$ cat src/rv_alu_macros.svh
`ifndef RV_ALU_MACROS_SVH
`define RV_ALU_MACROS_SVH

// Datapath width
`define RV_XLEN 32

// APB address width
`define RV_APB_AW 8

// Register map, byte offsets
`define RV_REG_INSTR  8'h00
`define RV_REG_RS1    8'h04
`define RV_REG_RS2    8'h08
`define RV_REG_PC     8'h0C
`define RV_REG_CTRL   8'h10 // Write only, any data launches
`define RV_REG_RESULT 8'h14 // Read only
`define RV_REG_STATUS 8'h18 // Read only

`endif
$ cat src/rv_bus_pkg.sv
package rv_bus_pkg;

	// Where the oldest launch sits in the current cycle
	typedef enum logic [1:0] {
		LS_IDLE   = 2'd0,
		LS_DECODE = 2'd1, // Launch pulse up, decode registers next edge
		LS_EXEC   = 2'd2  // Decode valid, result captures next edge
	} launch_state_e;

	// Bit positions in STATUS
	typedef enum int unsigned {
		ST_DONE    = 0,
		ST_ILLEGAL = 1
	} status_bit_e;

endpackage

$ cat src/rv_isa_pkg.sv
package rv_isa_pkg;

	// Major opcodes handled by the unit
	typedef enum logic [6:0] {
		OP_LUI   = 7'b0110111,
		OP_AUIPC = 7'b0010111,
		OP_IMM   = 7'b0010011, // ADDI and friends
		OP_REG   = 7'b0110011  // Register-register
	} opcode_e;

	// func3 encodings, shared by OP and OP-IMM
	typedef enum logic [2:0] {
		F3_ADD  = 3'b000, // Also SUB
		F3_SLL  = 3'b001,
		F3_SLT  = 3'b010,
		F3_SLTU = 3'b011,
		F3_XOR  = 3'b100,
		F3_SR   = 3'b101, // SRL or SRA by func7 bit 5
		F3_OR   = 3'b110,
		F3_AND  = 3'b111
	} func3_e;

endpackage

$ cat src/rv_alu_top.sv
`timescale 1ns/1ps
`include "rv_alu_macros.svh"

module rv_alu_top (
	input  logic                  clk_i,
	input  logic                  reset_i,
	input  logic [`RV_APB_AW-1:0] paddr_i,
	input  logic                  psel_i,
	input  logic                  penable_i,
	input  logic                  pwrite_i,
	input  logic [`RV_XLEN-1:0]   pwdata_i,
	output logic [`RV_XLEN-1:0]   prdata_o,
	output logic                  pready_o,
	output logic                  pslverr_o
);

	logic [`RV_XLEN-1:0] instr, rs1, rs2, pc;
	logic                launch;
	rv_isa_pkg::opcode_e opcode;
	rv_isa_pkg::func3_e  func3;
	logic                func7_b5;
	logic [`RV_XLEN-1:0] imm, in0, in1, addr;
	logic                dec_valid, dec_illegal;
	logic [`RV_XLEN-1:0] alu_out, result;
	logic                done, illegal_flag, busy;

	rv_apb_regs u_regs (
		.clk_i, .reset_i,
		.paddr_i, .psel_i, .penable_i, .pwrite_i, .pwdata_i,
		.prdata_o, .pready_o, .pslverr_o,
		.result_i(result), .done_i(done), .illegal_i(illegal_flag), .busy_i(busy),
		.instr_o(instr), .rs1_o(rs1), .rs2_o(rs2), .pc_o(pc), .launch_o(launch)
	);

	rv_decode u_decode (
		.clk_i, .reset_i,
		.instr_i(instr), .rs1_i(rs1), .rs2_i(rs2), .pc_i(pc), .launch_i(launch),
		.opcode_o(opcode), .func3_o(func3), .func7_b5_o(func7_b5), .imm_o(imm),
		.in0_o(in0), .in1_o(in1), .addr_o(addr),
		.dec_valid_o(dec_valid), .illegal_o(dec_illegal)
	);

	rv_alu u_alu (
		.opcode_i(opcode), .func3_i(func3), .func7_b5_i(func7_b5), .imm_i(imm),
		.in0_i(in0), .in1_i(in1), .addr_i(addr), .out_o(alu_out)
	);

	rv_result u_result (
		.clk_i, .reset_i,
		.launch_i(launch), .dec_valid_i(dec_valid), .illegal_i(dec_illegal),
		.alu_out_i(alu_out),
		.result_o(result), .done_o(done), .illegal_o(illegal_flag), .busy_o(busy)
	);

endmodule

$ cat src/rv_result.sv
`timescale 1ns/1ps
`include "rv_alu_macros.svh"

module rv_result (
	input  logic                clk_i,
	input  logic                reset_i,
	input  logic                launch_i,
	input  logic                dec_valid_i,
	input  logic                illegal_i,
	input  logic [`RV_XLEN-1:0] alu_out_i,
	output logic [`RV_XLEN-1:0] result_o,
	output logic                done_o,
	output logic                illegal_o,
	output logic                busy_o
);

	rv_bus_pkg::launch_state_e state;

	// Oldest launch wins when two are in flight
	always_comb begin
		if (dec_valid_i)
			state = rv_bus_pkg::LS_EXEC;
		else if (launch_i)
			state = rv_bus_pkg::LS_DECODE;
		else
			state = rv_bus_pkg::LS_IDLE;
	end

	assign busy_o = state != rv_bus_pkg::LS_IDLE;

	always_ff @(posedge clk_i) begin
		if (reset_i) begin
			result_o  <= '0;
			done_o    <= 1'b0;
			illegal_o <= 1'b0;
		end else begin
			if (dec_valid_i) begin
				result_o  <= illegal_i ? '0 : alu_out_i;
				illegal_o <= illegal_i;
			end
			done_o <= ~launch_i & (dec_valid_i | done_o); // New launch clears
		end
	end

endmodule

$ cat src/rv_alu.sv
`timescale 1ns/1ps
`include "rv_alu_macros.svh"

module rv_alu (
	input  rv_isa_pkg::opcode_e opcode_i,
	input  rv_isa_pkg::func3_e  func3_i,
	input  logic                func7_b5_i,
	input  logic [`RV_XLEN-1:0] imm_i,
	input  logic [`RV_XLEN-1:0] in0_i,
	input  logic [`RV_XLEN-1:0] in1_i,
	input  logic [`RV_XLEN-1:0] addr_i,
	output logic [`RV_XLEN-1:0] out_o
);

	localparam int SHW = $clog2(`RV_XLEN);

	logic [SHW-1:0] shamt_imm;
	logic [SHW-1:0] shamt_reg;
	logic           lt_imm_s;
	logic           lt_imm_u;
	logic           lt_reg_s;
	logic           lt_reg_u;

	assign shamt_imm = imm_i[SHW-1:0];
	assign shamt_reg = in1_i[SHW-1:0];

	// Compares against the immediate for SLTI and SLTIU
	assign lt_imm_s = $signed(in0_i) < $signed(imm_i);
	assign lt_imm_u = in0_i < imm_i;
	assign lt_reg_s = $signed(in0_i) < $signed(in1_i);
	assign lt_reg_u = in0_i < in1_i;

	always_comb begin
		out_o = '0;
		case (opcode_i)
			rv_isa_pkg::OP_LUI:   out_o = imm_i;
			rv_isa_pkg::OP_AUIPC: out_o = imm_i + addr_i;
			rv_isa_pkg::OP_IMM: begin
				case (func3_i)
					rv_isa_pkg::F3_ADD:  out_o = in0_i + imm_i;
					rv_isa_pkg::F3_SLT:  out_o = {{(`RV_XLEN-1){1'b0}}, lt_imm_s};
					rv_isa_pkg::F3_SLTU: out_o = {{(`RV_XLEN-1){1'b0}}, lt_imm_u};
					rv_isa_pkg::F3_XOR:  out_o = in0_i ^ imm_i;
					rv_isa_pkg::F3_OR:   out_o = in0_i | imm_i;
					rv_isa_pkg::F3_AND:  out_o = in0_i & imm_i;
					rv_isa_pkg::F3_SLL:  out_o = in0_i << shamt_imm;
					rv_isa_pkg::F3_SR: begin
						if (func7_b5_i)
							out_o = $signed(in0_i) >>> shamt_imm; // SRAI
						else
							out_o = in0_i >> shamt_imm;
					end
					default: ;
				endcase
			end
			rv_isa_pkg::OP_REG: begin
				case (func3_i)
					rv_isa_pkg::F3_ADD:  out_o = func7_b5_i ? in0_i - in1_i : in0_i + in1_i;
					rv_isa_pkg::F3_SLL:  out_o = in0_i << shamt_reg;
					rv_isa_pkg::F3_SLT:  out_o = {{(`RV_XLEN-1){1'b0}}, lt_reg_s};
					rv_isa_pkg::F3_SLTU: out_o = {{(`RV_XLEN-1){1'b0}}, lt_reg_u};
					rv_isa_pkg::F3_XOR:  out_o = in0_i ^ in1_i;
					rv_isa_pkg::F3_OR:   out_o = in0_i | in1_i;
					rv_isa_pkg::F3_AND:  out_o = in0_i & in1_i;
					rv_isa_pkg::F3_SR: begin
						if (func7_b5_i)
							out_o = $signed(in0_i) >>> shamt_reg; // SRA
						else
							out_o = in0_i >> shamt_reg;
					end
					default: ;
				endcase
			end
			default: ; // Anything else reads as zero
		endcase
	end

endmodule

$ cat src/rv_decode.sv
`timescale 1ns/1ps
`include "rv_alu_macros.svh"

module rv_decode (
	input  logic                clk_i,
	input  logic                reset_i,
	input  logic [`RV_XLEN-1:0] instr_i,
	input  logic [`RV_XLEN-1:0] rs1_i,
	input  logic [`RV_XLEN-1:0] rs2_i,
	input  logic [`RV_XLEN-1:0] pc_i,
	input  logic                launch_i,
	output rv_isa_pkg::opcode_e opcode_o,
	output rv_isa_pkg::func3_e  func3_o,
	output logic                func7_b5_o,
	output logic [`RV_XLEN-1:0] imm_o,
	output logic [`RV_XLEN-1:0] in0_o,
	output logic [`RV_XLEN-1:0] in1_o,
	output logic [`RV_XLEN-1:0] addr_o,
	output logic                dec_valid_o,
	output logic                illegal_o
);

	rv_isa_pkg::opcode_e opcode;
	logic [`RV_XLEN-1:0] imm;
	logic                legal;

	assign opcode = rv_isa_pkg::opcode_e'(instr_i[6:0]);

	// Immediate by instruction format
	always_comb begin
		legal = 1'b1;
		case (opcode)
			rv_isa_pkg::OP_LUI, rv_isa_pkg::OP_AUIPC:
				imm = {instr_i[31:12], 12'b0};                       // U-type
			rv_isa_pkg::OP_IMM:
				imm = {{(`RV_XLEN-12){instr_i[31]}}, instr_i[31:20]}; // I-type
			rv_isa_pkg::OP_REG:
				imm = '0;
			default: begin
				imm   = '0;
				legal = 1'b0;
			end
		endcase
	end

	always_ff @(posedge clk_i) begin
		if (reset_i) begin
			dec_valid_o <= 1'b0;
			illegal_o   <= 1'b0;
		end else begin
			dec_valid_o <= launch_i;
			if (launch_i)
				illegal_o <= ~legal;
		end
	end

	always_ff @(posedge clk_i) begin
		if (launch_i) begin
			opcode_o   <= opcode;
			func3_o    <= rv_isa_pkg::func3_e'(instr_i[14:12]);
			func7_b5_o <= instr_i[30];
			imm_o      <= imm;
			in0_o      <= rs1_i;
			in1_o      <= rs2_i;
			addr_o     <= pc_i;
		end
	end

endmodule

$ cat src/rv_apb_regs.sv
`timescale 1ns/1ps
`include "rv_alu_macros.svh"

module rv_apb_regs (
	input  logic                  clk_i,
	input  logic                  reset_i,
	input  logic [`RV_APB_AW-1:0] paddr_i,
	input  logic                  psel_i,
	input  logic                  penable_i,
	input  logic                  pwrite_i,
	input  logic [`RV_XLEN-1:0]   pwdata_i,
	output logic [`RV_XLEN-1:0]   prdata_o,
	output logic                  pready_o,
	output logic                  pslverr_o,
	input  logic [`RV_XLEN-1:0]   result_i,
	input  logic                  done_i,
	input  logic                  illegal_i,
	input  logic                  busy_i,
	output logic [`RV_XLEN-1:0]   instr_o,
	output logic [`RV_XLEN-1:0]   rs1_o,
	output logic [`RV_XLEN-1:0]   rs2_o,
	output logic [`RV_XLEN-1:0]   pc_o,
	output logic                  launch_o
);

	logic                access;
	logic                ro_hit;
	logic                mapped;
	logic                wr_en;
	logic [`RV_XLEN-1:0] status;

	assign access = psel_i & penable_i;
	assign ro_hit = (paddr_i == `RV_REG_RESULT) | (paddr_i == `RV_REG_STATUS);

	always_comb begin
		case (paddr_i)
			`RV_REG_INSTR, `RV_REG_RS1, `RV_REG_RS2, `RV_REG_PC,
			`RV_REG_CTRL, `RV_REG_RESULT, `RV_REG_STATUS: mapped = 1'b1;
			default: mapped = 1'b0;
		endcase
	end

	// Result and status reads wait for the pipeline to drain
	assign pready_o  = access & ~(ro_hit & ~pwrite_i & busy_i);
	assign pslverr_o = pready_o & (~mapped | (ro_hit & pwrite_i));
	assign wr_en     = pready_o & pwrite_i & ~pslverr_o;

	always_ff @(posedge clk_i) begin
		if (reset_i) begin
			instr_o  <= '0;
			rs1_o    <= '0;
			rs2_o    <= '0;
			pc_o     <= '0;
			launch_o <= 1'b0;
		end else begin
			launch_o <= wr_en & (paddr_i == `RV_REG_CTRL); // Data ignored
			if (wr_en) begin
				case (paddr_i)
					`RV_REG_INSTR: instr_o <= pwdata_i;
					`RV_REG_RS1:   rs1_o   <= pwdata_i;
					`RV_REG_RS2:   rs2_o   <= pwdata_i;
					`RV_REG_PC:    pc_o    <= pwdata_i;
					default: ;
				endcase
			end
		end
	end

	always_comb begin
		status = '0;
		status[rv_bus_pkg::ST_DONE]    = done_i;
		status[rv_bus_pkg::ST_ILLEGAL] = illegal_i;
	end

	always_comb begin
		case (paddr_i)
			`RV_REG_INSTR:  prdata_o = instr_o;
			`RV_REG_RS1:    prdata_o = rs1_o;
			`RV_REG_RS2:    prdata_o = rs2_o;
			`RV_REG_PC:     prdata_o = pc_o;
			`RV_REG_RESULT: prdata_o = result_i;
			`RV_REG_STATUS: prdata_o = status;
			default:        prdata_o = '0; // CTRL and holes read zero
		endcase
	end

endmodule

$ cat config.mk
export PLATFORM = sky130hd
export DESIGN_NAME = rv_alu_top
export DESIGN_NICKNAME = d
export VERILOG_FILES = /design/src/rv_bus_pkg.sv /design/src/rv_isa_pkg.sv /design/src/rv_alu_top.sv /design/src/rv_result.sv /design/src/rv_alu.sv /design/src/rv_decode.sv /design/src/rv_apb_regs.sv
export VERILOG_INCLUDE_DIRS = /design/src
export SDC_FILE = /design/constraint.sdc
export NUM_CORES = 2
export LEC_CHECK = 0
export BUFFER_PORTS_ARGS = -buffer_cell sky130_fd_sc_hd__clkbuf_2
export CELL_PAD_IN_SITES_DETAIL_PLACEMENT = 1
export CELL_PAD_IN_SITES_GLOBAL_PLACEMENT = 2
export CORE_MARGIN = 3
export CORE_UTILIZATION = 44
export CTS_BUF_LIST = sky130_fd_sc_hd__clkbuf_2 sky130_fd_sc_hd__clkbuf_4 sky130_fd_sc_hd__clkbuf_8
export DETAILED_ROUTE_END_ITERATION = 8
export PLACE_DENSITY_LB_ADDON = 0.05
export SYNTH_ARGS = -nofsm -noshare
export SYNTH_HDL_FRONTEND = slang
export SYNTH_HIERARCHICAL = 1
export SYNTH_SLANG_ARGS = --single-unit
$ cat constraint.sdc
create_clock -name clk_i -period 6.3 [get_ports clk_i]
set_input_delay 0.315 -clock clk_i [delete_from_list [all_inputs] [get_ports clk_i]]
set_output_delay 0.315 -clock clk_i [all_outputs]
set_load 0.03 [all_outputs]
Word level (Yosys, flattened, before mapping)
Cells that the tools add are included. W data, S select, Z words.

Register bits after elaboration: 304.

Shifts and indexed selects: 6. Reductions and logical operators: 10. Add/sub/neg operators: 4. Eq/ne operators: 21. Mux-type cells: 13. $lt $le $gt $ge: 4. Bitwise gates (word level): 25.

Operator list (number): $pmux W32 S8 (2); $pmux W32 S6 (1); $lt A32 B32 Y1 (4); $mux W32 (4); $pmux W32 S4 (1); $add A32 B32 Y32 (3); $and A32 B32 Y32 (2); $or A32 B32 Y32 (2); $pmux W32 S2 (1); $shl A32 B5 Y32 (2); $shr A32 B5 Y32 (2); $sshr A32 B5 Y32 (2); $xor A32 B32 Y32 (2); $sub A32 B32 Y32 (1); $eq A7 B5 Y1 const B (4); $eq A7 B6 Y1 const B (4); $eq A8 B5 Y1 const B (3); $eq A8 B4 Y1 const B (2); $eq A3 B3 Y1 const B (4); $and A1 B1 Y1 (10); $eq A8 B3 Y1 const B (1); $logic_not A8 Y1 (1); $reduce_and A2 Y1 (4); $reduce_or A7 Y1 (1); other kinds (10) (20).

Longest topological paths before layout
Depth in word-level cells: 10. Depth in mapped cells: 17. Mapped depth without buffers: 16.

Modules after synthesis
Netlist, hierarchy kept.

Modules (own cells, without submodules): rv_alu (seq. area each 0.0 um^2, cells an instance 2752, area each 18494.0 um^2, instances 1); rv_apb_regs (seq. area each 2582.5 um^2, cells an instance 676, area each 6581.3 um^2, instances 1); rv_decode (seq. area each 4214.0 um^2, cells an instance 225, area each 4854.7 um^2, instances 1); rv_result (seq. area each 680.7 um^2, cells an instance 149, area each 1427.6 um^2, instances 1).

Worst setup path after synthesis
Ideal clock, no wire load.

Path kind: register to output. From: register u_regs.launch_o. To: output pslverr_o. Arrival: 4362 ps. Path slack: 1623 ps. Cell stages (with the launch flop): 4. Required time: 5985 ps. Cells stage by stage: dfxtp_1 or2_2 nor3b_1 a311oi_1.

Word-level cells in the longest chain between the ends: 7.

RTL lines: start, declared (line rv_apb_regs.sv:23) `output logic launch_o`; start signal, assigned (line rv_apb_regs.sv:56) `` launch_o <= wr_en & (paddr_i == `RV_REG_CTRL); ``; $mux W1 (line rv_result.sv:23) `else if (launch_i)`; $mux W2 (line rv_result.sv:21) `if (dec_valid_i)`; $reduce_bool A2 Y1 (line rv_result.sv:29) `assign busy_o = state != rv_bus_pkg::LS_IDLE;`; via busy (line rv_alu_top.sv:25) `logic done, illegal_flag, busy;`; $and A1 B1 Y1 (line rv_apb_regs.sv:44) `assign pready_o = access & ~(ro_hit & ~pwrite_i & busy_i);`; $not A1 Y1 (line rv_apb_regs.sv:44); $and A1 B1 Y1 (line rv_apb_regs.sv:44); $and A1 B1 Y1 (line rv_apb_regs.sv:45) `assign pslverr_o = pready_o & (~mapped | (ro_hit & pwrite_i));`; end, declared (line rv_alu_top.sv:14) `output logic pslverr_o`.

The timed path passes the listed nets, and every way through them passes these cells.

Worst setup path after layout
From: register u_decode.in0_o[15]. To: register u_result.result_o[29].

Word-level cells in the longest chain between the ends: 5.

RTL lines: start, declared (line rv_decode.sv:16) `` output logic [`RV_XLEN-1:0] in0_o, ``; start signal, assigned (line rv_decode.sv:63) `in0_o <= rs1_i;`; $add A32 B32 Y32 (tied with other cells) (line rv_alu.sv:58) `rv_isa_pkg::F3_ADD: out_o = func7_b5_i ? in0_i - in1_i : in0_i + in1_i;`; $mux W32, on equally long branches (line rv_alu.sv:58, rv_alu.sv:48, rv_alu.sv:66); $pmux W32 S8, on equally long branches (line rv_alu.sv:57, rv_alu.sv:39); $pmux W32 S4 * (line rv_alu.sv:35) `case (opcode_i)`; via alu_out[29] (line rv_alu_top.sv:24) `` logic [`RV_XLEN-1:0] alu_out, result; ``; $mux W32 * (line rv_result.sv:38) `result_o <= illegal_i ? '0 : alu_out_i;`; end signal, assigned (line rv_result.sv:38); end, declared (line rv_result.sv:11) `` output logic [`RV_XLEN-1:0] result_o, ``.

The timed path passes the listed nets; every way through them passes the cells marked *. A chain may end at the register's enable or synchronous reset.

==> results.json <==
{
  "core_area_sq_mm": 0.07027,
  "p_clk_share_pct": 48.6,
  "rows": 97,
  "crit_chain": "inv_1 -> ha_1 -> and3_1 -> nand4_2 -> or2_1 -> nor4b_4 -> o2111ai_1 -> a2111oi_2 -> o211ai_1 -> o21a_1 -> o31ai_1 -> o2111ai_1 -> nand3b_1 -> a21oi_1",
  "grt_pass1_wl_um": 250100,
  "power_frac_seq_pct": 48.0,
  "power.leakage_nw": 13.30,
  "grt_max_degree": 131,
  "yosysUniqueCellTypes": 99,
  "nNetsFinal": 3981,
  "root_buffer": "clkbuf_8",
  "comb_power_share_pct": 3.4,
  "grt_setup_unrepaired": "false",
  "cpMaxStageDelayCell": "edfxtp_1",
  "crit_arrival_ns": 5.76,
  "final_core_util_pct": 47.65,
  "vdd_drop_max_uv": 246.5,
  "io_buffers": 78,
  "synth_cells": 3802,
  "worstSkewPairLatency_ns": 0.69,
  "cp.required_ns": 6.81,
  "drt-pass1-iter-count": 6,
  "final_layout_size_suffix_gt1_share_pct": 11.89,
  "hpwl_um": 129700,
  "min_path_type": "in -> reg",
  "num_io_pins": 79,
  "cp_common_cell": "o2111ai_1",
  "end_kind": "flop",
  "fmax_mhz": 190.7,
  "outcome": "completed",
  "dieArea_sq_mm": 0.07451,
  "synthFlopType": "dfxtp_1",
  "max-cap-violations": 0,
  "async_flop_share_pct": 0,
  "syn_to_final_growth_pct": 6.775,
  "dr_total_vias": 34130,
  "overflow": 0,
  "wl_per_cell_um": 38.08,
  "die-width_um": 273.0,
  "gp_congestion": 1.044,
  "gr-usage-all-layers_pct": 46.30,
  "slowest_delay_ns": 1.19,
  "clockBufferDepth": 3,
  "internal-power_mw": 3.178,
  "grt_antenna_before_repair": 12,
  "highest_layer": "met5",
  "power_per_cell_area_mw_per_mm2": 127.2,
  "design_area_sq_mm": 0.03348,
  "finalCritPeriodShare_pct": 83.24,
  "start_kind": "flop",
  "switching_power_mw": 1.080,
  "final_antenna_net_count": 0,
  "synth_edf_count": 139,
  "netSwitchingFraction_pct": 25.37,
  "hold_ws_ns": 0.03297,
  "fin_setup_tns_ns": 0,
  "htree_levels": 2,
  "finalClockSkew_ns": 0.03854,
  "wl_met2_um": 77260,
  "syn_area_sq_mm": 0.03136,
  "setup_viol": 0,
  "synth_warnings": 6,
  "fin_crit_ns": 5.244,
  "viasPerCell": 7.265,
  "cp_max_fo": 18,
  "place_area_sq_mm": 0.03232,
  "clock-sinks": 304,
  "met1Wirelength_um": 66490,
  "synth-seq-cells": 304,
  "postCtsHoldBufs": 0,
  "slew_violations": 0,
  "dieHeight_um": 273.0,
  "start_util_pct": 44.62,
  "worstMarginPinSlew_ns": 1.395,
  "avgSynthCellArea_sq_um": 8.248,
  "synth_area_leader_cell": "edfxtp_1",
  "crit_type": "reg -> reg",
  "cts_inserted_buffers": 52,
  "hold_viol": 0,
  "grt_pass1_vias": 33660,
  "drc": 0,
  "yosysSeqAreaShare_pct": 23.84,
  "cts_tree": "built",
  "post_cts_resized": 0,
  "post_cts_buffers": 0,
  "drtIter0Drc": 5121,
  "clk_pin_slew_ns": 0.07,
  "slew_headroom_pct": 6.046,
  "syn_nets": 4076,
  "yosysTopAreaCellShare_pct": 13.31,
  "routed_wl_um": 178900,
  "dr_wl_met3_um": 20530,
  "synth_area_leaders": "edfxtp_1, dfxtp_1, ha_1"
}
## flip-flops by register name, summed over array words and instances (netlist names)
register,flops
u_result/done_o,1
u_regs/instr_o,32
u_regs/launch_o,1
u_result/illegal_o,1
u_decode/func7_b5_o,1
u_decode/func3_o,3
u_decode/in0_o,32
u_regs/rs2_o,32
u_decode/opcode_o,7
u_result/result_o,32
u_decode/imm_o,32
u_regs/pc_o,32
u_decode/addr_o,32
u_decode/in1_o,32
u_decode/illegal_o,1
u_decode/dec_valid_o,1
u_regs/rs1_o,32
## cell type report
type,instances,area [sq um]
Multi-Input combinational cell,2976,21760
Inverter,196,735.7
Timing Repair Buffer,177,1161
Clock buffer,68,879.6
Clock inverter,30,265.3
Tap cell,940,1176
Sequential cell,304,7483
Antenna cell,7,17.52
Fill cell,8274,36790
## kinds of logic after synthesis
group	Yosys count	share of synthesized area (%)
xor gates and xnor gates	72	2.011
DFF	304	23.84
buffers and inverters	522	6.915
AOI/OAI and AO/OA	1168	24.59
and+or+nand+nor	1168	18.86
muxes	338	14.51
adders and majority gates	230	9.265
## worst max-delay path, delay by kind of cell, from the launching register on
kind / cells / cell delay (ns)
AND/OR/NAND/NOR: 5 / 1.21
buffers and inverters: 1 / 0.39
adder cells (fa/ha/maj): 1 / 0.59
AO/OA/AOI/OAI: 7 / 1.68
flip-flops: 1 / 1.19
## power by group through the flow
stage	logic [mW]	clock network, mW	registers (mW)
finish	0.145	2.07	2.05
global route	0.147	2.15	2.04
CTS	0.139	2.07	2.05
detailed placement	0.135	0	2.09
global placement	0.132	0	2.09
floorplan	0.0791	0	2.09
## layer usage
metal	GRT usage, %	up-vias
li1	-	13850
met1	56.90	17030
met2	71.17	2571
met3	12.87	676
met4	30.18	10
met5	0	-
## final timing paths
check	start	endpoint	slack (ns)	cells after the start
worst min-delay path	pwdata_i[0]	u_regs/instr_o[0]$_SDFFE_PP0P_	0.03	3
worst min register to register	u_regs/pc_o[19]$_SDFFE_PP0P_	u_decode/addr_o[19]$_DFFE_PP_	0.45	0
worst max register to register	u_decode/in0_o[15]$_DFFE_PP_	u_result/result_o[29]$_SDFFE_PP0P_	1.06	14
worst max-delay path	u_decode/in0_o[15]$_DFFE_PP_	u_result/result_o[29]$_SDFFE_PP0P_	1.06	14
## metrics by stage
step,instances,setup slack (ns),power [mW]
2_1_floorplan,3802,1.623,2.168
3_3_place_gp,4593,1.230,2.221
3_5_place_dp,4593,1.275,2.224
4_1_cts,4691,1.252,4.254
6_report,4698,1.056,4.258
5_1_grt,4694,1.016,4.337
## synth_stat cells, types with 14 or more instances
cell / count
a211o_1: 14
a211oi_1: 85
a211oi_2: 22
a21o_1: 43
a21oi_1: 339
a221oi_1: 31
a22oi_1: 37
a31oi_1: 34
and3_1: 32
buf_1: 39
buf_2: 62
clkbuf_1: 207
dfxtp_1: 165
edfxtp_1: 139
ha_1: 225
inv_1: 190
mux2i_1: 233
mux4_2: 92
nand2_1: 244
nand2b_1: 208
nand3_1: 84
nand3b_1: 32
nand4_1: 18
nor2_1: 348
nor2b_1: 31
nor3_1: 58
nor3b_1: 18
nor4_1: 16
o2111ai_1: 17
o211ai_1: 64
o21ai_0: 236
o21bai_1: 30
o221ai_1: 45
o22ai_1: 14
o31ai_1: 17
o32ai_1: 22
or3_1: 16
xnor2_1: 48
xor2_1: 24
## layout by cell type (no fill, tap or decap), types with 98 or more instances in the layout
| cell | instances |
|---|---|
| ha_1 | 225 |
| mux2i_1 | 233 |
| edfxtp_1 | 139 |
| nand2b_1 | 208 |
| buf_4 | 98 |
| o21ai_0 | 234 |
| nand2_1 | 244 |
| dfxtp_1 | 162 |
| inv_1 | 189 |
| a21oi_1 | 339 |
| nor2_1 | 346 |
Note: power is estimated with default switching activity, not from simulation.
